**src/verilog/keystream_macros.svh**
```systemverilog
// Keystream generator widths and round count
// Shared by the package and the cipher core

`ifndef KEYSTREAM_MACROS_SVH
`define KEYSTREAM_MACROS_SVH

// Cipher block, one lane of keystream
`define KS_BLOCK_WIDTH 64

// Entropy part of the counter block
`define KS_NONCE_WIDTH 32

// Key as supplied by the caller
`define KS_KEY_WIDTH 64

// Rounds of the keyed permutation
// Core latency is one more than this for the final key XOR
`define KS_ROUNDS 8

`endif

```
**src/verilog/keystreamPkg.sv**
```systemverilog
// Keystream generator shared types
// Vector typedefs, slot work item and cipher FSM states

`include "keystream_macros.svh"

package keystreamPkg;

    //----------------------------------------------------------------------
    // Plain vectors
    //----------------------------------------------------------------------

    // One cipher block
    typedef logic [`KS_BLOCK_WIDTH-1:0] block_t;

    // Caller nonce, low part of the counter block
    typedef logic [`KS_NONCE_WIDTH-1:0] nonce_t;

    // Cipher key
    typedef logic [`KS_KEY_WIDTH-1:0] key_t;

    //----------------------------------------------------------------------
    // Work item and FSM
    //----------------------------------------------------------------------

    // Dispatcher to slot command, key in the upper bits
    typedef struct packed {
        key_t   key;
        nonce_t nonce;
    } loadCmd_t;

    // Round cipher control
    typedef enum logic [1:0] {
        Idle,
        Running,
        Done
    } cipherState_e;

endpackage

```
**src/verilog/resultCollector.sv**
```systemverilog
// Output side of the keystream generator
// Presents the oldest slot's result, releases it after transfer

`timescale 1ns/1ps

module resultCollector #(
    parameter int Lanes = 4,
    parameter int Slots = 4
) (
    input  logic                                         Clock,
    input  logic                                         rst,

    // Slot side
    input  logic [Slots-1:0]                             slotDone,
    input  keystreamPkg::block_t [Slots-1:0][Lanes-1:0]  slotResult,
    output logic [Slots-1:0]                             slotRelease,

    // Keystream channel, lane 0 in the low bits
    output keystreamPkg::block_t [Lanes-1:0]             DataOut,
    output logic                                         DataOutValid,
    input  logic                                         DataOutReady
);

    localparam int SlotIdxWidth = $clog2(Slots);

    logic [SlotIdxWidth-1:0] outTurn;
    logic                    transfer;

    //----------------------------------------------------------------------
    // Output select
    //----------------------------------------------------------------------

    // Oldest outstanding slot only
    // Slot holds its result until released, so a stall is stable
    assign DataOutValid = slotDone[outTurn];
    assign DataOut      = slotResult[outTurn];

    assign transfer = DataOutValid & DataOutReady;

    // Single-cycle release back to the drained slot
    assign slotRelease = transfer ? (Slots'(1) << outTurn) : '0;

    //----------------------------------------------------------------------
    // Turn pointer
    //----------------------------------------------------------------------

    // Follows the dispatcher's order, one step per transfer
    always_ff @(posedge Clock) begin
        if (rst) begin
            outTurn <= '0;
        end else if (transfer) begin
            if (outTurn == SlotIdxWidth'(Slots - 1))
                outTurn <= '0;
            else
                outTurn <= outTurn + 1'b1;
        end
    end

endmodule

```
**config.mk**
```make
export PLATFORM = sky130hd
export DESIGN_NAME = resultCollector
export DESIGN_NICKNAME = d
export VERILOG_FILES = /design/src/verilog/keystreamPkg.sv /design/src/verilog/resultCollector.sv
export VERILOG_INCLUDE_DIRS = /design/src /design/src/verilog
export SDC_FILE = /design/constraint.sdc
export NUM_CORES = 1
export LEC_CHECK = 0
export BUFFER_PORTS_ARGS = -buffer_cell sky130_fd_sc_hd__buf_2
export CAP_MARGIN = 20
export CORE_AREA = 2 2 497 499
export DETAILED_ROUTE_END_ITERATION = 10
export DIE_AREA = 0 0 499 501
export SYNTH_ARGS = -nofsm -noshare
export SYNTH_HDL_FRONTEND = slang
export SYNTH_SLANG_ARGS = --single-unit
```
**constraint.sdc**
```tcl
create_clock -name Clock -period 4.3 [get_ports Clock]
set_input_delay 0.215 -clock Clock [delete_from_list [all_inputs] [get_ports Clock]]
set_output_delay 0.215 -clock Clock [all_outputs]
set_load 0.005 [all_outputs]
```
Word-level counts from Yosys, hierarchy flattened
Index checks and enable logic that the tools add are counted.
{ "op_classes": {"add_sub_neg": 1, "magnitude_cmp": 1, "n_eq_ne": 1, "shift": 1, "muxes": 6, "n_bitwise": 1} }
{ "ops": {"columns": ["operator", "n"], "rows": [
  ["$bmux W256 S2", 1],
  ["$mux W256", 1],
  ["$mux W4", 1],
  ["$shl A1 B2 Y4 const A", 1],
  ["$lt A2 B3 Y1 const B", 1],
  ["$add A2 B1 Y2 const B", 1],
  ["$bmux W1 S2", 1],
  ["$eq A2 B2 Y1 const B", 1],
  ["$mux W2", 1],
  ["$and A1 B1 Y1", 1],
  ["$mux W1", 1]
]} }
{ "word_totals": {"reg_bits": 2, "in_bits": 1031, "out_inout_bits": 261, "wordCells": 12} }

Longest topological paths before layout
{ "logic_depth": {"depth_word": 4, "mapped_depth": 7, "depth_no_buf": 4} }

Worst setup path after synthesis
Ideal clock, no wire load.
{ "synth_path": {"path_type": "flip-flop to output port", "start": "register outTurn[0]", "end": "output port DataOut[100] (netlist bit)", "arrival_time_ps": 1322, "t_required_ps": 4085, "path_slack_ps": 2763, "stages_incl_launch_ff": 5, "n_path_buf": 3, "path_cell_list": "dfxtp_1 buf_6 buf_6 buf_6 mux4_2"} }
{ "synth_rtl": {"columns": ["item", "line", "source"], "rows": [
  ["from (decl)", "resultCollector.sv:26", "logic [SlotIdxWidth-1:0] outTurn;"],
  ["from (signal assigned)", "resultCollector.sv:55", "outTurn <= outTurn + 1'b1;"],
  ["to (decl)", "resultCollector.sv:19", "output keystreamPkg::block_t [Lanes-1:0] DataOut,"]
]} }

==> qor.csv <==
stage,metric,value,unit
synthesis,synth.distinct_cells,19,
routing,ant_nets,0,
clocking,postCtsHoldBufs,0,
cells_and_area,largest_reg_flops,2,
clocking,numCtsBuffers,3,
worst_setup_path,r2r_setup_slack,2320,ps
power,p_leak,0.00669,µW
synthesis,synth_edf_count,0,
cells_and_area,layout-drive-gt1-share,98.7,%
clocking,cts_resized,0,
die,die_area,250000,µm²
die,start_util,2.62,%
clocking,htreeDepth,1,
clocking,cts_root_buf,clkbuf_16,
cells_and_area,synthToLayoutAreaGrowth,178,%
synthesis,synth.ff_latch_count,2,
global_routing,antenna_found_initial,644,
cells_and_area,top_regs,outTurn (2),
worst_setup_path,critical_path_class,flip-flop to output port,
sta,fin_skew,0.159,ps
run,maxCapViolations,0,
synthesis,seq_area_frac_synth,0.624,%
worst_setup_path,startpoint_type,flip-flop,
synthesis,netlist_instances,340,
routing,routedWlPerCell,50.8,µm
sta,finalHoldViolations,0,
clocking,clkSinkCount,2,
worst_setup_path,cp.required,4090,ps
placed_design,dpl.cell_count,4810,
routing,num_vias,14700,
clocking,cts_tree,built,
worst_setup_path,critPathBufInv,2,
die,row_count,182,
worst_setup_path,cp_slowest_cell,dfxtp_4,
clocking,clk_latency,220,ps
worst_setup_path,cp.arrival,2210,ps
synthesis,synth_nets,1375,
clocking,clk_pin_slew,30,ps
power,power_density,168,nW/µm²
power,p_total,2990,µW
cells_and_area,layout.cells.non_filler,5211,
worst_setup_path,crit_fanout,63,
clocking,cts_max_path_buffers,2,
synthesis,synth_top_area_cell,mux4_2,
cells_and_area,top_register,outTurn,
worst_setup_path,path_cells,"buf_12, mux4_2, buf_2",
clocking,post_cts_buffers,0,
min_path,hold_class,input port to flip-flop,
sta,tns,0,ps
synthesis,yosys-top-cells-count,"mux4_2 (256), buf_2 (31), buf_6 (22)",
sta,finalCritPeriodShare,56.4,%
power,irDropWorstVdd,0.160,mV
sta,fin_crit,2430,ps
sta,maxSlewViolCount,0,
synthesis,yosys_warnings,0,
routing,vias_per_cell,2.82,
sta,whs,309,ps
synthesis,synthMostInstantiatedCell,mux4_2,
sta,tightest_slew,918,ps
worst_setup_path,cp-end-kind,output port,
die,placeableCoreArea,245000,µm²
synthesis,ys.flop_type,dfxtp_1,
global_routing,grt_pass1_wl,288000,µm
placed_design,place_congestion,1.05,
sta,maxSlewHeadroom,38.8,%
worst_setup_path,max_stage_delay,850,ps
sta,setup_viol,0,
synthesis,synthTopCellsByArea,"mux4_2 (90%), buf_6 (3.9%), buf_2 (2.4%)",
synthesis,synth_top_cell_area_share,89.8,%
run_status,outcome,"complete, no violations",
placed_design,dp_hpwl,257000,µm
global_routing,grt.total_usage,20.2,%
die,die_width,499,µm
cells_and_area,fin_util,7.28,%
routing,dr.pass1.iters,6,
global_routing,grt_overflow,0,
synthesis,syn-cell-area,6420,µm²
global_routing,grt_pass1_vias,11800,
routing,wirelength,265000,µm
synthesis,async_flop_share,0,%
die,die_h,501,µm
cells_and_area,fin_nets,2630,
sta,max_freq,412,MHz
routing,drc,0,
synthesis,syn_avg_cell_area,18.9,µm²
die,io_pins,1292,
global_routing,grt_max_degree,78,
sta,rsz0062_at_grt,false,
placed_design,io_buffers,1291,
routing,dr.first_iter.drc_count,1490,
worst_setup_path,crit_family,flip-flops,
[worst reg2reg max path, delay by kind of cell, from the launching register on]
kind | cells | cell delay (ps)
flip-flops | 1 | 850
AO/OA/AOI/OAI | 1 | 170
multiplexers | 2 | 830
[routing by layer]
layer / part of all wire (%) / GRT usage (%)
met5: 1.1 / 0
met4: 4.4 / 5.44
met3: 21 / 18.8
met2: 43 / 31.4
met1: 31 / 19.2
[through the flow]
stage / instance area [µm²] / worst slack (ps)
CTS: 16800 / 1880
global route: 17200 / 1840
global placement: 16800 / 2130
floorplan: 6420 / 2760
detailed placement: 16800 / 2110
finish: 17800 / 1870
[power breakdown]
part	switching [µW]	internal, µW
clock network	21.5	118
registers	17.5	21.1
logic	1570	1230
[cells in the final DEF, fill, tap and decap left out, drive strengths merged]
master,count
o2bb2ai,1
diode,398
nor3,1
dfxtp,2
a2bb2oi,1
a21oi,1
nand2b,2
inv,2
buf,1308
and2,4
nor2,2
mux2,2
mux2i,2
mux4,256
nor2b,1
ha,4
clkbuf,3
nand2,1
[cell type report]
type,count,area (µm²)
diodes,398,996
clock buffers,3,75.1
fillers,28800,227000
inverters,2,7.51
multi-input cells,278,5950
flip-flops and latches,2,47.5
well taps,3220,4030
repair buffers,1308,6730
[cell families after synthesis]
logic type	Yosys count	synth area share, %
muxes	260	90.5
buffers and inverters	60	6.74
and+or+nand+nor	11	0.935
adders and majority gates	4	0.780
AOI/OAI and AO/OA	3	0.448
DFF	2	0.624
[worst paths after layout]
kind / endpoint / start / cells past startpoint
setup / recovery: DataOut[223] / outTurn[1]$_SDFFE_PP0P_ / 3
setup reg to reg: outTurn[0]$_SDFFE_PP0P_ / outTurn[1]$_SDFFE_PP0P_ / 3
hold / removal: outTurn[1]$_SDFFE_PP0P_ / rst / 3
hold reg to reg: outTurn[1]$_SDFFE_PP0P_ / outTurn[1]$_SDFFE_PP0P_ / 3
Power figures use the tool's default switching activity.
