**config.mk**
```make
export PLATFORM = sky130hd
export DESIGN_NAME = cipherSlot
export DESIGN_NICKNAME = d
export VERILOG_FILES = /design/src/verilog/keystreamPkg.sv /design/src/verilog/roundCipher.sv /design/src/verilog/cipherSlot.sv
export VERILOG_INCLUDE_DIRS = /design/src /design/src/verilog
export SDC_FILE = /design/constraint.sdc
export NUM_CORES = 2
export LEC_CHECK = 0
export ABC_AREA = 1
export ABC_CLOCK_PERIOD_IN_PS = 8000
export BUFFER_PORTS_ARGS = -buffer_cell sky130_fd_sc_hd__buf_2
export CAP_MARGIN = 20
export CORE_AREA = 2 2 311 313
export CTS_BUF_LIST = sky130_fd_sc_hd__clkbuf_2 sky130_fd_sc_hd__clkbuf_4 sky130_fd_sc_hd__clkbuf_8
export CTS_CLUSTER_DIAMETER = 80
export DETAILED_ROUTE_END_ITERATION = 8
export DIE_AREA = 0 0 313 315
export GPL_TIMING_DRIVEN = 0
export PLACE_DENSITY = 0.7
export RECOVER_POWER = 25
export REMOVE_ABC_BUFFERS = 1
export SETUP_SLACK_MARGIN = 0.02
export SYNTH_ARGS = -nofsm -noshare
export SYNTH_HDL_FRONTEND = slang
export SYNTH_SLANG_ARGS = --single-unit
```
**constraint.sdc**
```tcl
create_clock -name Clock -period 8 [get_ports Clock]
set_clock_uncertainty 0.05 [all_clocks]
set_input_delay 0.4 -clock Clock [delete_from_list [all_inputs] [get_ports Clock]]
set_output_delay 0.4 -clock Clock [all_outputs]
set_load 0.05 [all_outputs]
```
**src/verilog/keystream_macros.svh**
```systemverilog
// Keystream generator widths and round count
// Shared by the package and the cipher core

`ifndef KEYSTREAM_MACROS_SVH
`define KEYSTREAM_MACROS_SVH

// Cipher block, one lane of keystream
`define KS_BLOCK_WIDTH 64

// Entropy part of the counter block
`define KS_NONCE_WIDTH 32

// Key as supplied by the caller
`define KS_KEY_WIDTH 64

// Rounds of the keyed permutation
// Core latency is one more than this for the final key XOR
`define KS_ROUNDS 8

`endif

```
**src/verilog/keystreamPkg.sv**
```systemverilog
// Keystream generator shared types
// Vector typedefs, slot work item and cipher FSM states

`include "keystream_macros.svh"

package keystreamPkg;

    //----------------------------------------------------------------------
    // Plain vectors
    //----------------------------------------------------------------------

    // One cipher block
    typedef logic [`KS_BLOCK_WIDTH-1:0] block_t;

    // Caller nonce, low part of the counter block
    typedef logic [`KS_NONCE_WIDTH-1:0] nonce_t;

    // Cipher key
    typedef logic [`KS_KEY_WIDTH-1:0] key_t;

    //----------------------------------------------------------------------
    // Work item and FSM
    //----------------------------------------------------------------------

    // Dispatcher to slot command, key in the upper bits
    typedef struct packed {
        key_t   key;
        nonce_t nonce;
    } loadCmd_t;

    // Round cipher control
    typedef enum logic [1:0] {
        Idle,
        Running,
        Done
    } cipherState_e;

endpackage

```
**src/verilog/roundCipher.sv**
```systemverilog
// Iterative keyed substitution-rotation cipher
// One round per cycle, result valid KS_ROUNDS+1 cycles after ld

`timescale 1ns/1ps
`include "keystream_macros.svh"

module roundCipher (
    input  logic                  Clock,
    input  logic                  rst,
    input  logic                  ld,
    input  keystreamPkg::key_t    key,
    input  keystreamPkg::block_t  textIn,
    output logic                  done,
    output keystreamPkg::block_t  textOut
);

    localparam int RoundWidth = $clog2(`KS_ROUNDS + 1);

    // 4-bit S-box, applied to every nibble
    localparam logic [3:0] Sbox [16] = '{
        4'hC, 4'h5, 4'h6, 4'hB, 4'h9, 4'h0, 4'hA, 4'hD,
        4'h3, 4'hE, 4'hF, 4'h8, 4'h4, 4'h7, 4'h1, 4'h2
    };

    keystreamPkg::cipherState_e state;
    logic [RoundWidth-1:0]      roundCnt;
    keystreamPkg::block_t       blockReg;
    keystreamPkg::key_t         keyReg;
    keystreamPkg::key_t         roundKey;
    keystreamPkg::block_t       mixed;
    keystreamPkg::block_t       substituted;
    logic                       lastStep;

    // Key rotated left by 8 bits per round
    function automatic keystreamPkg::key_t rotKey(input keystreamPkg::key_t k,
                                                   input logic [RoundWidth-1:0] r);
        int unsigned amt;
        amt = (8 * r) % `KS_KEY_WIDTH;
        return (k << amt) | (k >> (`KS_KEY_WIDTH - amt));
    endfunction

    function automatic keystreamPkg::block_t subNibbles(input keystreamPkg::block_t b);
        keystreamPkg::block_t res;
        for (int i = 0; i < `KS_BLOCK_WIDTH / 4; i++) begin
            res[4*i +: 4] = Sbox[b[4*i +: 4]];
        end
        return res;
    endfunction

    //----------------------------------------------------------------------
    // Round datapath
    //----------------------------------------------------------------------

    assign roundKey    = rotKey(keyReg, roundCnt);
    assign mixed       = blockReg ^ keystreamPkg::block_t'(roundKey);
    assign substituted = subNibbles(mixed);
    // Counter sits at KS_ROUNDS for the closing key XOR
    assign lastStep    = (roundCnt == RoundWidth'(`KS_ROUNDS));

    // Payload registers, captured on ld so inputs may move afterwards
    always_ff @(posedge Clock) begin
        if (ld) begin
            blockReg <= textIn;
            keyReg   <= key;
        end else if (state == keystreamPkg::Running) begin
            if (lastStep)
                blockReg <= blockReg ^ keystreamPkg::block_t'(keyReg);
            else
                blockReg <= {substituted[`KS_BLOCK_WIDTH-14:0],
                             substituted[`KS_BLOCK_WIDTH-1:`KS_BLOCK_WIDTH-13]};
        end
    end

    // Control FSM, ld restarts from any state
    always_ff @(posedge Clock) begin
        if (rst) begin
            state    <= keystreamPkg::Idle;
            roundCnt <= '0;
        end else if (ld) begin
            state    <= keystreamPkg::Running;
            roundCnt <= '0;
        end else if (state == keystreamPkg::Running) begin
            if (lastStep)
                state <= keystreamPkg::Done;
            else
                roundCnt <= roundCnt + 1'b1;
        end
    end

    // Held until the next ld
    assign done    = (state == keystreamPkg::Done);
    assign textOut = blockReg;

endmodule

```
**src/verilog/cipherSlot.sv**
```systemverilog
// One keystream slot, Lanes cipher cores on consecutive counters
// Busy from load until release, done once every lane has finished

`timescale 1ns/1ps

module cipherSlot #(
    parameter int Lanes = 4
) (
    input  logic                               Clock,
    input  logic                               rst,
    input  logic                               load,
    input  keystreamPkg::loadCmd_t             cmd,
    input  logic                               releaseSlot,
    output logic                               busy,
    output logic                               done,
    output keystreamPkg::block_t [Lanes-1:0]   result
);

    logic [Lanes-1:0] laneDone;

    //----------------------------------------------------------------------
    // Lane cores
    //----------------------------------------------------------------------

    for (genvar j = 0; j < Lanes; j++) begin : g_lane
        keystreamPkg::nonce_t laneNonce;
        keystreamPkg::block_t laneBlock;

        // Counter wraps modulo 2^32 within the nonce field
        assign laneNonce = cmd.nonce + keystreamPkg::nonce_t'(j);
        // Zero-extended into the block
        assign laneBlock = keystreamPkg::block_t'(laneNonce);

        roundCipher i_core (
            .Clock   (Clock),
            .rst     (rst),
            .ld      (load),
            .key     (cmd.key),
            .textIn  (laneBlock),
            .done    (laneDone[j]),
            .textOut (result[j])
        );
    end

    // Slot ownership
    // Load and release never hit the same slot together
    always_ff @(posedge Clock) begin
        if (rst)
            busy <= 1'b0;
        else if (load)
            busy <= 1'b1;
        else if (releaseSlot)
            busy <= 1'b0;
    end

    // Stale done from an old run is masked by busy
    assign done = busy & (&laneDone);

endmodule

```
==> After elaboration in Yosys (flattened, before gate mapping) <==
Memories as Yosys holds them, arrays and structs flattened.
Index checks and enable logic that the tools add are counted.
{ "classes": {"bitwise": 81, "mux": 154, "n_eq_ne": 12, "n_addsub": 11, "reduce_logical": 23, "n_shift": 8, "order_cmp": 64} }
{ "ops": {"columns": ["cell", "count"], "rows": [
  ["two-way mux 4 bit", 128],
  ["XOR 64 bit", 8],
  [">= comparator 5 bit, second input constant", 64],
  ["NOT 4 -> 5 bit", 64],
  ["two-way mux 32 bit", 8],
  ["two-way mux 64 bit", 4],
  ["bitwise OR 64 bit", 4],
  ["<< shifter 64 x 6 -> 64 bit", 4],
  ["right shift 64 x 32 -> 64 bit", 4],
  ["adder 32 x 2 -> 32 bit, second input constant", 2],
  ["adder 32 x 1 -> 32 bit, second input constant", 1],
  ["subtractor 7 x 6 -> 8 bit, first input constant", 4],
  ["AND reduction 2 bit", 12],
  ["nonzero test 2 bit", 9],
  ["adder 4 x 1 -> 4 bit, second input constant", 4],
  ["equality test 4 bit, second input constant", 4],
  ["two-way mux 1 bit", 14],
  ["equality test 2 x 1 -> 1 bit, second input constant", 4],
  ["equality test 2 bit, second input constant", 4],
  ["NOT 1 bit", 4],
  ["AND reduction 4 bit", 1],
  ["OR reduction 2 bit", 1],
  ["bitwise AND 1 bit", 1]
]} }
{ "totals": {"wordCells": 439, "out_inout_bits": 258, "mem_count": 64, "reg_bits": 345, "rom_bits": 4096, "inputBits": 100} }
{ "memory_table": {"columns": ["name", "words", "word_bits", "rd", "rd_clocked_by_memory_dff", "wr", "line_no", "rtl"], "rows": [
  ["(name not given)", 16, 4, 1, 0, 0, "roundCipher.sv:45", "res[4*i +: 4] = Sbox[b[4*i +: 4]];"],
  ["(name not given)", 16, 4, 1, 0, 0, "roundCipher.sv:45", null],
  ["(name not given)", 16, 4, 1, 0, 0, "roundCipher.sv:45", null],
  ["(name not given)", 16, 4, 1, 0, 0, "roundCipher.sv:45", null],
  ["(name not given)", 16, 4, 1, 0, 0, "roundCipher.sv:45", null],
  ["(name not given)", 16, 4, 1, 0, 0, "roundCipher.sv:45", null],
  ["58 more memories", null, null, null, null, null, null, null]
]} }

==> Depth between registers and ports, before layout <==
{ "depth": {"word_depth": 11, "ltp_mapped": 24, "depth_no_buf": 21} }

==> Modules after synthesis <==
Synthesis repeated with hierarchy kept, for this count alone.
{ "unflattened": {"hier_cells": 9158, "area_unflattened_um2": 57388.8} }
{ "modules_own_cells": {"columns": ["module", "seq_area_each_um2", "cells_per_inst", "area_per_inst_um2", "instances"], "rows": [
  ["roundCipher (g_lane[2].i_core ...)", 3963.8, 2184, 13690.6, 2],
  ["roundCipher (g_lane[0].i_core)", 3963.8, 2178, 14010.9, 1],
  ["roundCipher (g_lane[1].i_core)", 3963.8, 2189, 13903.3, 1],
  ["cipherSlot", 20.0, 423, 2093.3, 1]
]} }

==> Worst setup path after synthesis <==
Ideal clock, no wire load.
{ "synth_timing": {"kind": "reg2reg", "startpoint": "register g_lane[3].i_core.roundCnt[1]", "endpoint": "register g_lane[3].i_core.blockReg[21] (data pin)", "setup_ps": 257, "stages_incl_launch_ff": 21, "arrival_ps": 3022, "synth_period_minus_slack_ps": 3330, "required_ps": 7693, "slack_ps": 4670, "path_buffers": 5, "cell_sequence": "dfxtp_1 > inv_1 > clkbuf_1 > clkbuf_1 > ha_1 > buf_2 > inv_1 > buf_4 > clkbuf_1 > nand3_1 > nand3_1 > nand4_1 > nand2_1 > inv_1 > ha_1 > inv_1 > nand2_1 > nand2_1 > nand2_1 > nand3_1 > a21oi_1"} }
{ "synth_via": {"elab_chain_len": 11, "elab_cells_between_ends": 13, "cone_classes": "add/sub: 1; eq/ne: 1; shift: 2; mux: 5; bitwise: 3; memory: 1"} }
{ "synth_rtl": {"columns": ["element", "line_no", "rtl"], "rows": [
  ["from (decl)", "roundCipher.sv:26", "logic [RoundWidth-1:0] roundCnt;"],
  ["from (signal assigned)", "roundCipher.sv:86", "roundCnt <= roundCnt + 1'b1;"],
  ["subtractor 7 x 6 -> 8 bit (no source line)", null, null],
  ["right shift 64 x 32 -> 64 bit", "roundCipher.sv:39", "return (k << amt) | (k >> (`KS_KEY_WIDTH - amt));"],
  ["bitwise OR 64 bit", "roundCipher.sv:39", null],
  ["XOR 64 bit", "roundCipher.sv:55", "assign mixed = blockReg ^ keystreamPkg::block_t'(roundKey);"],
  ["NOT 4 -> 5 bit (implied by the code)", "roundCipher.sv:45", null],
  ["memory read (16 x 4 bit)", null, null],
  ["two-way mux 4 bit (implied by the code) (2 in series)", "roundCipher.sv:45", null],
  ["two-way mux 64 bit *", "roundCipher.sv:66", "if (lastStep)"],
  ["two-way mux 32 bit *", "roundCipher.sv:65", "end else if (state == keystreamPkg::Running) begin"],
  ["two-way mux 32 bit *", "roundCipher.sv:62", "if (ld) begin"],
  ["to (signal assigned)", "roundCipher.sv:63", "blockReg <= textIn;"],
  ["to (signal assigned)", "roundCipher.sv:67", "blockReg <= blockReg ^ keystreamPkg::block_t'(keyReg);"],
  ["to (signal assigned)", "roundCipher.sv:69", "blockReg <= {substituted[`KS_BLOCK_WIDTH-14:0],"],
  ["to (decl)", "roundCipher.sv:27", "keystreamPkg::block_t blockReg;"]
]} }
Every way passes the cells marked *; elsewhere a longest branch is shown, timed or not. The select of a mux whose other input is x is not followed.
A chain may end at the register's enable or synchronous reset.

==> Worst setup path after layout <==
{ "layout_timing": {"startpoint": "input port load", "endpoint": "register g_lane[3].i_core.blockReg[1] (data pin)"} }
{ "layout_via": {"elab_chain_len": 1} }
{ "layout_rtl": {"columns": ["element", "line_no", "rtl"], "rows": [
  ["from (decl)", "cipherSlot.sv:11", "input logic load,"],
  ["two-way mux 32 bit", "roundCipher.sv:62", null]
]} }
No other way between the ends.

==> flow_summary.toml <==
[synth]
ys_ff_latch = 345
syn_inst = 8633
synth_async_sr_flop_share = 0
synth_cell_types = 53
synthFlopType = "edfxtp_1"
syn_area_per_cell_um2 = 5.71
synth.largest_area_cell = "nand2_1"
synth_area_um2 = 49300
synth-edff-count = 192
yosysWarnings = 0
yosysTopAreaCellShare = 0.246
ys_top_cells_by_area = "nand2_1 25%, nand3_1 15%, edfxtp_1 12%"
ys_seq_area_frac = 0.179

[die]
die_w_um = 313
start_util = 0.515
io-pin-count = 358
dieArea_um2 = 98600
rows = 114
core_um2 = 95700
die_y_um = 315

[layout]
fin_util = 0.581
multi_input_area_um2 = 35500
layout_commonest_cell = "nand2_1"
layout_common_cells = "3,225 x nand2_1, 1,455 x nand3_1, 760 x inv_1, 460 x a21oi_1, 420 x o21ai_0"
fin_nets = 9249
layout.area.seq_um2 = 8850
nFillCells = 9785
stdcell_area_um2 = 55600
drive_gt1_frac = 0.0725
area_delta_synth_final_pct = 13.0

[route]
viasPerCell = 6.33
vias = 64500
dr.first_iter.drc_count = 10400
postRouteAntennaNets = 0
wire_per_inst_um = 26.1
drcViolationCount = 5
drt_first_pass_iters = 9
finalWirelength_um = 266000

[setup_path]
critical_path_arrival_ns = 6.98
endpoint_kind = "register"
required_ns = 8.46
start_kind = "primary input"
cp_cell_sequence = "buf_8 > buf_16 > clkbuf_1 > nand2_1 > a21boi_1"
slowest_delay_ns = 3.59
cp_max_fo = 95
worst_r2r_startpoint = "g_lane[0].i_core.roundCnt[0]$_SDFFE_PP0P_"
r2r_slack_ns = 2.42
reg2regPathDepth = 15
slowest_stage = "clkbuf_1"
worst-setup-path-type = "in2reg"
r2r_end = "g_lane[0].i_core.textOut[21]$_DFFE_PP_"

[timing]
rsz0062_at_grt = "no"
setup_ws_ns = 1.47
post-route-period-util = 0.816
fmax_mhz = 153
worst_slew_pin_slew_ns = 5.14
hold_slack_ns = 0.0680
hold_viol_final = 0
min_period_ns = 6.53
setup_tns_ns = 0
slew_headroom = -2.42
slew_viol_final = 90
finalSetupViolations = 0

[hold_path]
whs_endpoint = "g_lane[1].i_core.textOut[0]$_DFFE_PP_"
holdPathStages = 2
min-delay-start = "cmd[0]"
hold_path.class = "in2reg"

[placement]
place_area_um2 = 53300
portBuffers = 357
dp_slack_ns = 2.58
gp_congestion = 1.08
dp_hpwl_um = 196000

[clock_tree]
h-tree-depth = 3
cts_setup_buffers = 0
clk_latency_ns = 0.79
cts_sinks = 345
root_buffer = "clkbuf_8"
cts_tree = "yes"
cts_made_buffers = 76
clk_pin_slew_ns = 0.07
clockBufferDepth = 3

[run]
maxCapViolCount = 1

[run_status]
violations = "design-rule violations, max-capacitance violations, max-slew violations"
status = "finished, violations left"

[power_and_ir_drop]
pwr_density_cell_nw_per_um2 = 212
peakVddDrop_uv = 202
leakage_uw = 0.0279

[global_routing]
grt_max_degree = 111
grt_usage = 0.513
antenna_found_initial = 34
grt-ovfl-total = 0
grt_pass1_wl_um = 373000
grt_pass1_vias = 55500
==> cell usage after synthesis, drive strengths merged (52+ instances only) <==
cell type  count
nand3b        52
dfxtp        153
nand2       3262
xor2         104
o211ai       109
edfxtp       192
ha           324
clkbuf       179
a21oi        460
nand3       1465
xnor2        118
inv          793
o21ai        444
buf          248
nor2         323
nand4        196
==> worst max-delay path, delay by kind of cell <==
family	cells	cell delay [ns]
simple gates	1	1.38
compound gates	1	0.44
buf+inv	3	4.56
==> power by group <==
part	total (µW)	switching (µW)	internal [µW]
combinational	6710	4720	2000
sequential	2870	681	2180
clock	2210	1040	1170
total	11800	6440	5350
==> repair_timing <==
action / in CTS / in global routing
hold endpoints to repair: 71 / 0
hold buffers: 71 / 0
gates resized for setup: 0 / 0
==> kinds of logic (layout without fill, tap and decap cells) <==
| family | Yosys count | in the layout | synth area share |
|---|---|---|---|
| xor+xnor | 222 | 222 | 0.0400 |
| buf+inv | 1227 | 1480 | 0.102 |
| simple gates | 5393 | 5393 | 0.471 |
| fa+ha+maj | 324 | 324 | 0.0823 |
| other cells | 0 | 19 | 0 |
| compound gates | 1118 | 1118 | 0.126 |
| mux | 4 | 4 | 0.000813 |
| flops | 345 | 345 | 0.179 |
==> worst max path at each step <==
stage                                                   start                                endpoint  cells past startpoint
global route                                             load   g_lane[3].i_core.textOut[1]$_DFFE_PP_                      5
finish                                                   load   g_lane[3].i_core.textOut[1]$_DFFE_PP_                      5
detailed placement  g_lane[0].i_core.roundCnt[1]$_SDFFE_PP0P_  g_lane[0].i_core.textOut[21]$_DFFE_PP_                     15
floorplan           g_lane[3].i_core.roundCnt[0]$_SDFFE_PP0P_  g_lane[3].i_core.textOut[16]$_DFFE_PP_                     15
global placement                                         load  g_lane[1].i_core.textOut[17]$_DFFE_PP_                      5
CTS                 g_lane[0].i_core.roundCnt[1]$_SDFFE_PP0P_  g_lane[0].i_core.textOut[21]$_DFFE_PP_                     15
==> sequential cells by signal (all words and copies together) (netlist names) <==
name / count
g_lane.i_core.roundCnt: 16
g_lane.i_core.keyReg: 64
g_lane.i_core.state: 8
busy: 1
g_lane.i_core.textOut: 256
==> routing by layer <==
metal / vias up / part of all wire / global-route usage
li1: 29000 / - / -
met1: 29300 / 0.35 / 0.628
met2: 4941 / 0.39 / 0.718
met3: 1275 / 0.16 / 0.176
met4: 29 / 0.11 / 0.438
met5: - / 0.00075 / 0
==> stage by stage <==
step           total power (µW)  std cells
6_report                  11800      10200
5_1_grt                   12400      10200
4_1_cts                   11500      10200
3_5_place_dp               9250       9945
3_3_place_gp               9000       9839
2_1_floorplan              7040       8206
==> final cells by class <==
type                       count  area share
tap                         1276      0.0287
clock buffer                 120      0.0259
clock inverter                19     0.00193
timing repair buffer         541      0.0914
multi-input combinational   7061       0.638
sequential                   345       0.159
inverter                     800      0.0542
antenna                       19    0.000854
Power figures use the tool's default switching activity.
