`src/verilog/keystream_macros.svh`:
```
// Keystream generator widths and round count
// Shared by the package and the cipher core

`ifndef KEYSTREAM_MACROS_SVH
`define KEYSTREAM_MACROS_SVH

// Cipher block, one lane of keystream
`define KS_BLOCK_WIDTH 64

// Entropy part of the counter block
`define KS_NONCE_WIDTH 32

// Key as supplied by the caller
`define KS_KEY_WIDTH 64

// Rounds of the keyed permutation
// Core latency is one more than this for the final key XOR
`define KS_ROUNDS 8

`endif

```
`src/verilog/keystreamPkg.sv`:
```
// Keystream generator shared types
// Vector typedefs, slot work item and cipher FSM states

`include "keystream_macros.svh"

package keystreamPkg;

    //----------------------------------------------------------------------
    // Plain vectors
    //----------------------------------------------------------------------

    // One cipher block
    typedef logic [`KS_BLOCK_WIDTH-1:0] block_t;

    // Caller nonce, low part of the counter block
    typedef logic [`KS_NONCE_WIDTH-1:0] nonce_t;

    // Cipher key
    typedef logic [`KS_KEY_WIDTH-1:0] key_t;

    //----------------------------------------------------------------------
    // Work item and FSM
    //----------------------------------------------------------------------

    // Dispatcher to slot command, key in the upper bits
    typedef struct packed {
        key_t   key;
        nonce_t nonce;
    } loadCmd_t;

    // Round cipher control
    typedef enum logic [1:0] {
        Idle,
        Running,
        Done
    } cipherState_e;

endpackage

```
`src/verilog/slotDispatcher.sv`:
```
// Input side of the keystream generator
// Accepts nonce and key, loads the slot under the turn pointer

`timescale 1ns/1ps

module slotDispatcher #(
    parameter int Slots = 4
) (
    input  logic                    Clock,
    input  logic                    rst,

    // Nonce channel
    input  keystreamPkg::nonce_t    DataIn,
    input  logic                    DataInValid,
    output logic                    DataInReady,

    // Key channel, ready mirrors the nonce channel
    input  keystreamPkg::key_t      Key,
    input  logic                    KeyValid,
    output logic                    KeyReady,

    // Slot side
    input  logic [Slots-1:0]        slotBusy,
    output logic [Slots-1:0]        load,
    output keystreamPkg::loadCmd_t  loadCmd
);

    localparam int SlotIdxWidth = $clog2(Slots);

    logic [SlotIdxWidth-1:0] inTurn;
    logic                    accept;

    //----------------------------------------------------------------------
    // Handshake
    //----------------------------------------------------------------------

    // Only the slot whose turn it is may take work
    // Keeps slot order equal to acceptance order
    assign DataInReady = ~slotBusy[inTurn];
    assign KeyReady    = DataInReady;

    // Both channels must present together
    assign accept = DataInValid & KeyValid & DataInReady;

    // One-hot load in the accepting cycle
    assign load = accept ? (Slots'(1) << inTurn) : '0;

    // Command shared by every slot, qualified by load
    assign loadCmd.key   = Key;
    assign loadCmd.nonce = DataIn;

    //----------------------------------------------------------------------
    // Turn pointer
    //----------------------------------------------------------------------

    // Round-robin over slots, wraps at Slots-1
    always_ff @(posedge Clock) begin
        if (rst) begin
            inTurn <= '0;
        end else if (accept) begin
            if (inTurn == SlotIdxWidth'(Slots - 1))
                inTurn <= '0;
            else
                inTurn <= inTurn + 1'b1;
        end
    end

endmodule

```
`config.mk`:
```
export PLATFORM = sky130hd
export DESIGN_NAME = slotDispatcher
export DESIGN_NICKNAME = d
export VERILOG_FILES = /design/src/verilog/keystreamPkg.sv /design/src/verilog/slotDispatcher.sv
export VERILOG_INCLUDE_DIRS = /design/src /design/src/verilog
export SDC_FILE = /design/constraint.sdc
export NUM_CORES = 1
export LEC_CHECK = 0
export BUFFER_PORTS_ARGS = -buffer_cell sky130_fd_sc_hd__buf_2
export CAP_MARGIN = 20
export CELL_PAD_IN_SITES_DETAIL_PLACEMENT = 1
export CELL_PAD_IN_SITES_GLOBAL_PLACEMENT = 1
export CORE_ASPECT_RATIO = 0.5
export CORE_MARGIN = 2
export CORE_UTILIZATION = 12
export DETAILED_ROUTE_END_ITERATION = 10
export PLACE_DENSITY_LB_ADDON = 0.1
export RECOVER_POWER = 50
export SLEW_MARGIN = 20
export SYNTH_ARGS = -nofsm -noshare
export SYNTH_HDL_FRONTEND = slang
export SYNTH_SLANG_ARGS = --single-unit
```
`constraint.sdc`:
```
create_clock -name Clock -period 1.58 [get_ports Clock]
set_clock_uncertainty 0.15 [all_clocks]
set_input_delay 0.158 -clock Clock [delete_from_list [all_inputs] [get_ports Clock]]
set_output_delay 0.158 -clock Clock [all_outputs]
set_load 0.01 [all_outputs]
```
After elaboration in Yosys (flattened, before gate mapping) --
Cells that the tools add are included.
Storage, ports and cells: bits of input ports 104, flip-flop bits (word level) 2, word-level logic and storage cells 12, output and inout port bits 102
Cells by class: add/subtract/negate cells 1, bitwise logic cells 3, shift operators 1, order comparisons 1, eq/ne operators 1, mux-type cells 4
Operator list (number):
- two-way mux 4 bit | 1
- << shifter 1 x 2 -> 4 bit, first input constant | 1
- < comparator 2 x 3 -> 1 bit, second input constant | 1
- adder 2 x 1 -> 2 bit, second input constant | 1
- AND 1 bit | 2
- binary-select mux 1 bit (select 2 bit) | 1
- == test 2 bit, second input constant | 1
- two-way mux 2 bit | 1
- two-way mux 1 bit | 1
- NOT 1 bit | 1

Longest topological paths before layout --
Gate-level depths: netlist of run 1.
word-level depth 5, depth in mapped cells 4, mapped depth without buffers 4

Worst setup path before layout of run 1 --
Ideal clock, no wire load.
kind reg-to-output, start point reg inTurn[1], end point out KeyReady, arrival 1.267 ns, cell stages (with the launch flop) 4, slack 0.005 ns, path buffers 1, data required time 1.272 ns, cell sequence dfxtp_1 mux2_4 o21ai_0 buf_4
Between the ends: cells in the longest elaborated chain, start to end 3
RTL lines:
- start: declaration | line slotDispatcher.sv:30 | logic [SlotIdxWidth-1:0] inTurn;
- start signal: assignment | line slotDispatcher.sv:64 | inTurn <= inTurn + 1'b1;
- binary-select mux 1 bit (select 2 bit) | line slotDispatcher.sv:39 | assign DataInReady = ~slotBusy[inTurn];
- two-way mux 1 bit (not written as such) | line slotDispatcher.sv:39
- NOT 1 bit | line slotDispatcher.sv:39
- end: declaration | line slotDispatcher.sv:20 | output logic KeyReady,
Every way passes these cells. The select of a mux whose other input is x is not followed.

Worst setup path in the final report of run 1 --
start point reg inTurn[1], end point out load[0]
Between the ends: cells in the longest elaborated chain, start to end 5, elaborated cells on any way between the ends 6, those cells by class 1 x shift; 3 x mux; 2 x bitwise
RTL lines:
- binary-select mux 1 bit (select 2 bit) | line slotDispatcher.sv:39
- two-way mux 1 bit (not written as such) | line slotDispatcher.sv:39
- NOT 1 bit | line slotDispatcher.sv:39
- AND 1 bit | line slotDispatcher.sv:43 | assign accept = DataInValid & KeyValid & DataInReady;
- two-way mux 4 bit (*) | line slotDispatcher.sv:46 | assign load = accept ? (Slots'(1) << inTurn) : '0;
- end: declaration | line slotDispatcher.sv:24 | output logic [Slots-1:0] load,
Every way passes the cells marked *; elsewhere a longest branch is shown, timed or not. The select of a mux whose other input is x is not followed.

==> results of run 1 <==
-- power breakdown --
part           switching (W)  total [W]  leakage [nW]  internal [W]
combinational      0.0000356  0.0000758         0.180     0.0000401
clock              0.0000544   0.000376        0.0370      0.000322
sequential        0.00000381  0.0000564        0.0175     0.0000526
total              0.0000939   0.000508         0.235      0.000414
-- through the flow --
| step | cells | utilization (%) | setup slack, ns | instance area, um2 | total power, W |
|---|---|---|---|---|---|
| 2_1_floorplan | 123 | - | 0.00455 | 975 | 0.000343 |
| 3_3_place_gp | 154 | 5.97 | -0.0275 | 474 | 0.000123 |
| 3_5_place_dp | 154 | 5.97 | -0.0459 | 474 | 0.000122 |
| 4_1_cts | 158 | 7.55 | -0.0829 | 599 | 0.000519 |
| 5_1_grt | 158 | 7.58 | -0.126 | 602 | 0.000533 |
| 6_report | 158 | 7.58 | -0.0652 | 602 | 0.000508 |
-- worst paths after layout --
check | slack [ns] | to | depth (start not counted)
setup / recovery | -0.07 | load[0] | 4
hold / removal | 0.09 | inTurn[1]$_SDFFE_PP0P_ | 3
hold reg to reg | 0.59 | inTurn[1]$_SDFFE_PP0P_ | 3
setup reg to reg | -0.04 | inTurn[0]$_SDFFE_PP0P_ | 4
-- area by class of cell --
cell class,count,area (um2)
clock buffers,3,75.1
fillers,950,7340
inverters,2,7.51
flip-flops and latches,2,45.0
repair buffers,17,98.8
well taps,112,140
multi-input cells,22,235
-- tightest hold or removal path, cell delays in order --
cell and delay (ns):
buf_2 0.11, or2b_1 0.10, mux2i_1 0.05
-- kinds of logic (layout without fill, tap and decap cells) --
group | Yosys count | in the layout
muxes | 4 | 4
DFF | 2 | 2
and+or+nand+nor | 11 | 11
adders and majority gates | 4 | 4
AOI/OAI and AO/OA | 3 | 3
buffers and inverters | 99 | 22
-- per-layer routing --
metal / wire (um) / up-vias
li1: - / 131
met1: 331 / 153
met2: 953 / 36
met3: 502 / 18
met4: 68 / 0
met5: 0 / -
-- layout by cell type (no fill, tap or decap) --
cell and n:
buf_4 3, nor3_1 1, clkbuf_16 3, dfxtp_4 1, buf_2 13, and2_1 4, and3_2 1, nand2b_1 1
buf_6 1, nand3b_1 1, nand2_1 1, nor2_1 1, mux2i_4 1, ha_1 4, inv_1 2, dfxtp_2 1
mux2i_1 1, o2bb2ai_4 1, o2bb2a_4 1, mux2_4 2, o21ai_2 1, or2b_1 1
-- repair_timing --
action | CTS | global route
gates resized for setup | 9 | 2
pin swaps | 3 | 0
hold buffers | 0 | 0
endpoints found under the setup margin | 6 | 7
setup buffers | 1 | 0
==> impl_metrics.csv, run 1 <==
group,metric,value,unit
worst_setup_path,path_cells,"mux2_4 -> o2bb2ai_4 -> and2_1 -> buf_2",
floorplan,core,0.00794,mm2
floorplan,fp-row-count,23,
drt,ant_nets,0,
synthesis,synth_top_area_share,74.7,%
floorplan,num_io_pins,206,
synthesis,synth-compound-area-share,3.47,%
floorplan,die_area,0.00890,mm2
timing,finalSetupTns,-0.320,ns
global_routing,grt_pass1_wl,2400,um
synthesis,ys_ff_latch,2,
run_status,status,"finished with violations",
synthesis,async_flop_share,0,%
worst_setup_path,crit_required,1.27,ns
global_routing,grtUsageMet1,1.62,%
synthesis,syn-mean-instance-area,7.92,um2
synthesis,ys_seq_area_share,4.11,%
drt,viasPerCell,2.14,
placed_design,dp_hpwl,1600,um
synthesis,synth-simple-area-share,6.68,%
synthesis,post_synth_num_cell_types,17,
global_routing,grt_pass1_vias,396,
synthesis,synth-xor-area-share,0,%
timing,rsz0062_at_grt,"true",
synthesis,yosysWarnings,0,
global_routing,grt_use_met2,6.22,%
floorplan,die_w,131,um
layout,fin_nets,156,
placed_design,placement.io_buffers,13,
global_routing,grtUsageMet3,4.50,%
worst_setup_path,path_buf_inv,1,
cts,clockBufferDepth,2,
global_routing,overflow,0,
synthesis,yosys_most_used_dff,"dfxtp_1",
timing,relSlewSlack,85.2,%
hold_path,min-delay-path-class,"in -> reg",
power_and_ir_drop,peakVddDrop,0.233,mV
cts,clock_latency,0.22,ns
synthesis,synth_commonest_cells,"buf_4, and2_1, ha_1",
cts,cts_root_buffer,"clkbuf_16",
synthesis,syn_area,975,um2
global_routing,antenna_found_initial,0,
global_routing,grt_util_all_layers,3.62,%
worst_setup_path,max_stage_delay,0.36,ns
drt,avgRoutedWirePerCell,11.7,um
timing,timing.final.ws_setup,-0.0652,ns
timing,slew_viol_final,0,
worst_setup_path,crit_family,"flip-flops",
synthesis,synth-edff-count,0,
worst_setup_path,criticalPathCategory,"reg -> out",
timing,period_share,104,%
timing,fmax,608,MHz
hold_path,hold_start,"rst",
worst_setup_path,slowest_stage,"dfxtp_4",
drt,wirelength,1860,um
synthesis,synthMostInstantiatedCell,"buf_4",
synthesis,synth_top_family_by_area,"buffers and inverters",
worst_setup_path,crit_path_end_kind,"output port",
timing,period_needed,1.65,ns
synthesis,synth.area.top_cells,"buf_4, ha_1, dfxtp_1",
cts,cts_buffers,3,
synthesis,synth.mux.area_fraction,5.13,%
worst_setup_path,cp_data_arrival_time,1.34,ns
timing,tightestPinTransition,0.218,ns
timing,whs,0.0915,ns
drt,via_count,338,
run,cap_viol_max_count,0,
timing,finalSetupViolations,7,
global_routing,grt_max_degree,6,
worst_setup_path,r2r_start,"inTurn[1]$_SDFFE_PP0P_",
floorplan,dieHeight,67.7,um
drt,drc_errors,0,
synthesis,yosysTopAreaCell,"buf_4",
placed_design,gp_congestion,0.572,
cts,cts_sinks,2,
timing,hold_viol,0,
layout,drive_above_1_share,63.0,%
power_and_ir_drop,cellLeakagePower,0.235,nW
cts,cts_tree,"built",
worst_setup_path,crit_start,"inTurn[1]$_SDFFE_PP0P_",
drt,firstDrtPassIters,2,
global_routing,gr-max-usage-layer,"met2",
worst_setup_path,crit_fanout,4,
layout,regMostFlops,"inTurn",
cts,clk_pin_slew,0.03,ns
floorplan,initial_core_util,12.3,%
synthesis,syn_nets,231,
worst_setup_path,cp-start-kind,"flip-flop",
synthesis,netlist_instances,123,
drt,dr.first_iter.drc_count,3,
cts,htree_levels,1,
power_and_ir_drop,power-per-cell-area,845,mW/mm2
layout,synthToLayoutAreaGrowth,-38.3,%
layout,largest_reg_flops,2,
run_status,violations,"negative setup slack",
synthesis,synthAdderAreaFrac,5.13,%
layout,top_regs,"inTurn x2",
layout,antenna_cells,0,
Note: power is estimated with default switching activity, not from simulation.
==> run 2, diff against run 1 <==
- CORE_UTILIZATION: 12 -> 14
- clock period: 1.58 -> 1.95 ns (I/O delays scaled with it)
==> run 2 against run 1 <==
Critical endpoint is now load[3]. Combinational power decreased by 39%. Sequential power fell by 15%. Cell count down 15%. Via count is 4.7% higher. Sequential cell count is the same. The run now ends clean. Register-to-register slack gained 0.46 ns. Hold slack improved by 0.047 ns. Critical path depth unchanged.
==> impl_metrics.csv, run 2 (synthesis results as in run 1) <==
group,metric,value,unit
run_status,status,"finished, final reports clean",
cts,clock_latency,0.22,ns
timing,slew_viol_final,0,
drt,wl_met1,321,um
cts,clockBufferDepth,2,
global_routing,grt_pass1_vias,406,
drt,dr.first_iter.drc_count,2,
placed_design,dp_slack,0.159,ns
layout,fin_nets,152,
drt,wl_met2,810,um
timing,tightestPinTransition,0.275,ns
layout,largest_reg_flops,2,
cts,cts_root_buffer,"clkbuf_16",
floorplan,core,0.00670,mm2
floorplan,initial_core_util,14.5,%
hold_path,hold_start,"rst",
layout,final_common_cell,"buf_2",
worst_setup_path,r2r_start,"inTurn[1]$_SDFFE_PP0P_",
placed_design,placement.io_buffers,13,
worst_setup_path,rr_worst_depth,3,
floorplan,dieHeight,63,um
hold_path,whs_path_depth,3,
layout,drive_above_1_share,52.4,%
global_routing,antenna_found_initial,0,
cts,htree_levels,1,
timing,relSlewSlack,81.3,%
placed_design,gp_congestion,0.662,
floorplan,die_w,122,um
timing,finalSetupViolations,0,
run,cap_viol_max_count,0,
drt,via_count,354,
floorplan,die_area,0.00769,mm2
layout,mostFrequentLayoutCells,"buf_2, and2_1, ha_1",
drt,ant_nets,0,
power_and_ir_drop,power,0.000399,W
global_routing,grt_util_all_layers,4.20,%
power_and_ir_drop,power-per-cell-area,778,mW/mm2
worst_setup_path,crit_family,"flip-flops",
worst_setup_path,slowest_stage,"dfxtp_2",
layout,antenna_cells,0,
worst_setup_path,crit_required,1.60,ns
cts,cts_sinks,2,
global_routing,grt_pass1_wl,2370,um
worst_setup_path,path_buf_inv,1,
layout,synthToLayoutAreaGrowth,-47.4,%
global_routing,overflow,0,
timing,period_share,92.3,%
global_routing,grt_max_degree,9,
cts,clk_pin_slew,0.03,ns
worst_setup_path,crit_fanout,6,
timing,timing.final.ws_setup,0.150,ns
worst_setup_path,rrSetupSlack,0.42,ns
floorplan,fp-row-count,21,
cts,cts_buffers,3,
timing,hold_viol,0,
drt,firstDrtPassIters,3,
hold_path,holdPathEnd,"inTurn[1]$_SDFFE_PP0P_",
drt,route.met3.wl,441,um
power_and_ir_drop,peakVddDrop,0.170,mV
drt,drc_errors,0,
worst_setup_path,crit_path_end_kind,"output port",
worst_setup_path,criticalPathCategory,"reg -> out",
layout,regMostFlops,"inTurn",
power_and_ir_drop,cellLeakagePower,0.208,nW
floorplan,num_io_pins,206,
worst_setup_path,cp_data_arrival_time,1.46,ns
timing,fmax,555,MHz
layout,top_regs,"inTurn x2",
timing,rsz0062_at_grt,"false",
placed_design,dp_hpwl,1480,um
timing,period_needed,1.80,ns
timing,finalSetupTns,0,ns
worst_setup_path,path_cells,"mux2_4 -> o2bb2ai_2 -> and2_1 -> buf_2",
drt,dr.max_layer_used,"met4",
worst_setup_path,r2r-end,"inTurn[0]$_SDFFE_PP0P_",
cts,cts_tree,"built",
drt,viasPerCell,2.64,
drt,wirelength,1690,um
worst_setup_path,max_stage_delay,0.39,ns
worst_setup_path,cp-start-kind,"flip-flop",
cts,hold_buffers,0,
hold_path,min-delay-path-class,"in -> reg",
drt,avgRoutedWirePerCell,12.6,um
[run 2: area by class of cell]
class / instances / area (um2)
Tap cell: 92 / 115
Fill cell: 797 / 6190
Sequential cell: 2 / 41.3
Timing Repair Buffer: 13 / 65.1
Clock buffer: 3 / 75.1
Inverter: 2 / 7.51
Multi-Input combinational cell: 22 / 209
[run 2: worst min-delay path, delay by kind of cell]
family	cells	cell delay, ns
mux	1	0.06
simple gates	1	0.10
buf+inv	1	0.11
[run 2: per-stage QoR]
stage	util, %	hold slack [ns]	instance area [um2]	cells
after floorplan	-	0.222	975	123
after global placement	6.37	0.240	427	131
after detailed placement	6.37	0.240	427	131
after CTS	7.58	0.156	508	134
after global routing	7.66	0.172	513	134
final	7.66	0.139	513	134
[run 2: layer usage]
metal	vias up	track usage, %
met5	-	0
met4	0	5.32
met3	27	4.56
met2	49	6.42
met1	157	2.16
li1	121	-
[run 2: how the worst max path moves through the flow]
stage,from,end,cells past startpoint
2_1_floorplan,inTurn[1]$_SDFFE_PP0P_,KeyReady,3
3_3_place_gp,inTurn[1]$_SDFFE_PP0P_,load[3],4
3_5_place_dp,inTurn[1]$_SDFFE_PP0P_,load[3],4
4_1_cts,inTurn[1]$_SDFFE_PP0P_,load[3],4
5_1_grt,inTurn[1]$_SDFFE_PP0P_,load[3],4
6_report,inTurn[1]$_SDFFE_PP0P_,load[3],4
[run 2: where the power goes]
group | internal (W) | switching, W | leakage (nW)
logic | 0.0000236 | 0.0000224 | 0.155
clock network | 0.000261 | 0.0000450 | 0.0370
registers | 0.0000434 | 0.00000435 | 0.0168
total | 0.000328 | 0.0000717 | 0.208
[run 2: timing repair]
item | CTS | global route
resized for setup | 1 | 2
setup endpoints to repair | 4 | 6
cloned | 0 | 0
setup buffers | 0 | 0
==> run 3, diff against run 2 <==
- ABC_AREA: default -> 1
- CORE_UTILIZATION: 14 -> 12
- clock period: 1.95 -> 1.85 ns (I/O delays scaled with it)
==> run 3 against run 2 <==
Synthesized cell count increased by 8.1%. Register-to-register slack improved by 0.15 ns. Sequential share of layout area increased by 0.11 points. Synthesized area decreased by 3.2%. Routed wire length increased by 8.8%. Core utilization decreased by 1.1 points. Setup slack improved by 0.067 ns. Combinational power increased by 26%. Count of clock-buffer cells in the layout unchanged. Largest power group unchanged. Highest routed layer unchanged.
==> impl_metrics.csv, run 3 <==
group,metric,value,unit
worst_setup_path,crit_path_end_kind,"output port",
placed_design,dp_hpwl,1630,um
floorplan,core,0.00746,mm2
drt,wirelength,1840,um
placed_design,gp_congestion,0.560,
layout,stdcell_count,160,
cts,htree_levels,1,
power_and_ir_drop,cellLeakagePower,0.228,nW
global_routing,grt_max_degree,9,
layout,drive_above_1_share,36.5,%
worst_setup_path,cp-start-kind,"flip-flop",
synthesis,yosys_most_used_dff,"dfxtp_1",
cts,ctsResizeCount,0,
floorplan,die_area,0.00863,mm2
cts,hold_buffers,0,
worst_setup_path,r2r_start,"inTurn[0]$_SDFFE_PP0P_",
layout,final_common_cell,"buf_2",
worst_setup_path,crit_path_end,"load[2]",
worst_setup_path,crit_required,1.51,ns
synthesis,syn-mean-instance-area,7.09,um2
synthesis,ys_seq_area_share,4.24,%
layout,final_area,490,um2
power_and_ir_drop,power-per-cell-area,881,mW/mm2
synthesis,ys_ff_latch,2,
drt,avgRoutedWirePerCell,11.5,um
worst_setup_path,rr_worst_depth,8,
drt,viasPerCell,2.16,
timing,period_needed,1.63,ns
cts,post-cts-setup-buffer-count,0,
synthesis,synth-edff-count,0,
synthesis,synth_commonest_cells,"buf_4, nand2_1, nor2_1",
cts,clk_pin_slew,0.03,ns
synthesis,netlist_instances,133,
power_and_ir_drop,peakVddDrop,0.204,mV
timing,period_share,88.3,%
cts,clock_latency,0.22,ns
cts,clockBufferDepth,2,
timing,relSlewSlack,86.4,%
floorplan,num_io_pins,206,
floorplan,dieHeight,66.7,um
layout,mostFrequentLayoutCells,"buf_2, nand2_1, nor2_1",
timing,rsz0062_at_grt,"false",
synthesis,post_synth_num_cell_types,10,
placed_design,place_area,415,um2
layout,synthToLayoutAreaGrowth,-48.0,%
run_status,status,"finished, final reports clean",
synthesis,async_flop_share,0,%
layout,fin_nets,162,
worst_setup_path,cp_data_arrival_time,1.30,ns
synthesis,syn_area,943,um2
worst_setup_path,r2r-end,"inTurn[1]$_SDFFE_PP0P_",
worst_setup_path,rrSetupSlack,0.57,ns
cts,cts_buffers,3,
global_routing,grt_util_all_layers,4.08,%
layout,largest_reg_flops,2,
synthesis,yosysTopAreaCell,"buf_4",
layout,multiInputGateArea,145,um2
layout,regMostFlops,"inTurn",
synthesis,synth.area.top_cells,"buf_4, ha_1, dfxtp_1",
global_routing,grt_pass1_wl,2440,um
layout,regArea,40.0,um2
worst_setup_path,criticalPathCategory,"reg -> out",
cts,cts_tree,"built",
drt,firstDrtPassIters,4,
global_routing,overflow,0,
drt,dr.first_iter.drc_count,3,
worst_setup_path,crit_start,"inTurn[0]$_SDFFE_PP0P_",
placed_design,placement.io_buffers,13,
timing,slew_viol_final,0,
synthesis,synth_top_area_share,77.2,%
floorplan,die_w,129,um
hold_path,whs_path_depth,4,
synthesis,syn_nets,241,
floorplan,fp-row-count,22,
drt,drc_errors,0,
timing,hold_viol,0,
run,cap_viol_max_count,0,
synthesis,synthMostInstantiatedCell,"buf_4",
cts,cts_sinks,2,
global_routing,antenna_found_initial,0,
layout,fillCellCount,908,
timing,fmax,612,MHz
cts,cts_root_buffer,"clkbuf_16",
global_routing,grt_pass1_vias,383,
worst_setup_path,crit_fanout,8,
timing,finalSetupTns,0,ns
floorplan,initial_core_util,12.6,%
layout,top_regs,"inTurn x2",
placed_design,post-place-cells,157,
drt,ant_nets,0,
synthesis,yosysWarnings,0,
layout,antenna_cells,0,
timing,tightestPinTransition,0.203,ns
hold_path,min-delay-path-class,"in -> reg",
power_and_ir_drop,power,0.000432,W
timing,finalSetupViolations,0,
drt,via_count,346,
run 3: routing by layer:
| layer | GRT usage, % | vias up | routed length (um) |
|---|---|---|---|
| met4 | 5.16 | 0 | 87 |
| met3 | 4.50 | 16 | 456 |
| li1 | - | 135 | - |
| met2 | 6.38 | 48 | 939 |
| met1 | 2.09 | 147 | 354 |
| met5 | 0 | - | 0 |
run 3: cell families (layout without fill, tap and decap cells):
logic type	after synthesis	count (layout)	synth area share [%]
buffers and inverters	105	24	80.4
and+or+nand+nor	22	22	10.1
adders and majority gates	4	4	5.31
DFF	2	2	4.24
run 3: stage by stage:
stage	hold WS, ns	utilization [%]	setup slack [ns]
final	0.0856	6.57	0.216
after global routing	0.132	6.57	0.0452
after CTS	0.0995	6.57	0.171
after detailed placement	0.220	5.57	0.408
after global placement	0.220	5.57	0.410
after floorplan	0.190	-	0.541
run 3: where the power goes:
part	leakage (nW)	internal [W]	switching, W	total, W
Sequential	0.0164	0.0000468	0.00000438	0.0000512
Clock	0.0370	0.000275	0.0000478	0.000323
Combinational	0.175	0.0000234	0.0000347	0.0000581
run 3: worst min path at each step:
| stage | to | from |
|---|---|---|
| after floorplan | inTurn[0]$_SDFFE_PP0P_ | rst |
| final | inTurn[0]$_SDFFE_PP0P_ | rst |
| after CTS | inTurn[0]$_SDFFE_PP0P_ | rst |
| after detailed placement | loadCmd[0] | DataIn[0] |
| after global placement | loadCmd[0] | DataIn[0] |
| after global routing | inTurn[1]$_SDFFE_PP0P_ | rst |
run 3: final cells by class:
cell class / count / share of cell area [%]
Inverter: 8 / 6.12
Multi-Input combinational cell: 26 / 29.6
Clock buffer: 3 / 15.3
Timing Repair Buffer: 13 / 13.3
Tap cell: 108 / 27.6
Sequential cell: 2 / 8.16
run 3: critical path, cell delays in order (launching register included):
cell	delay (ns)
dfxtp_1	0.41
inv_2	0.10
nand2_1	0.07
nand3_1	0.07
nand2_2	0.11
nand2_4	0.09
nor2_1	0.09
buf_2	0.13
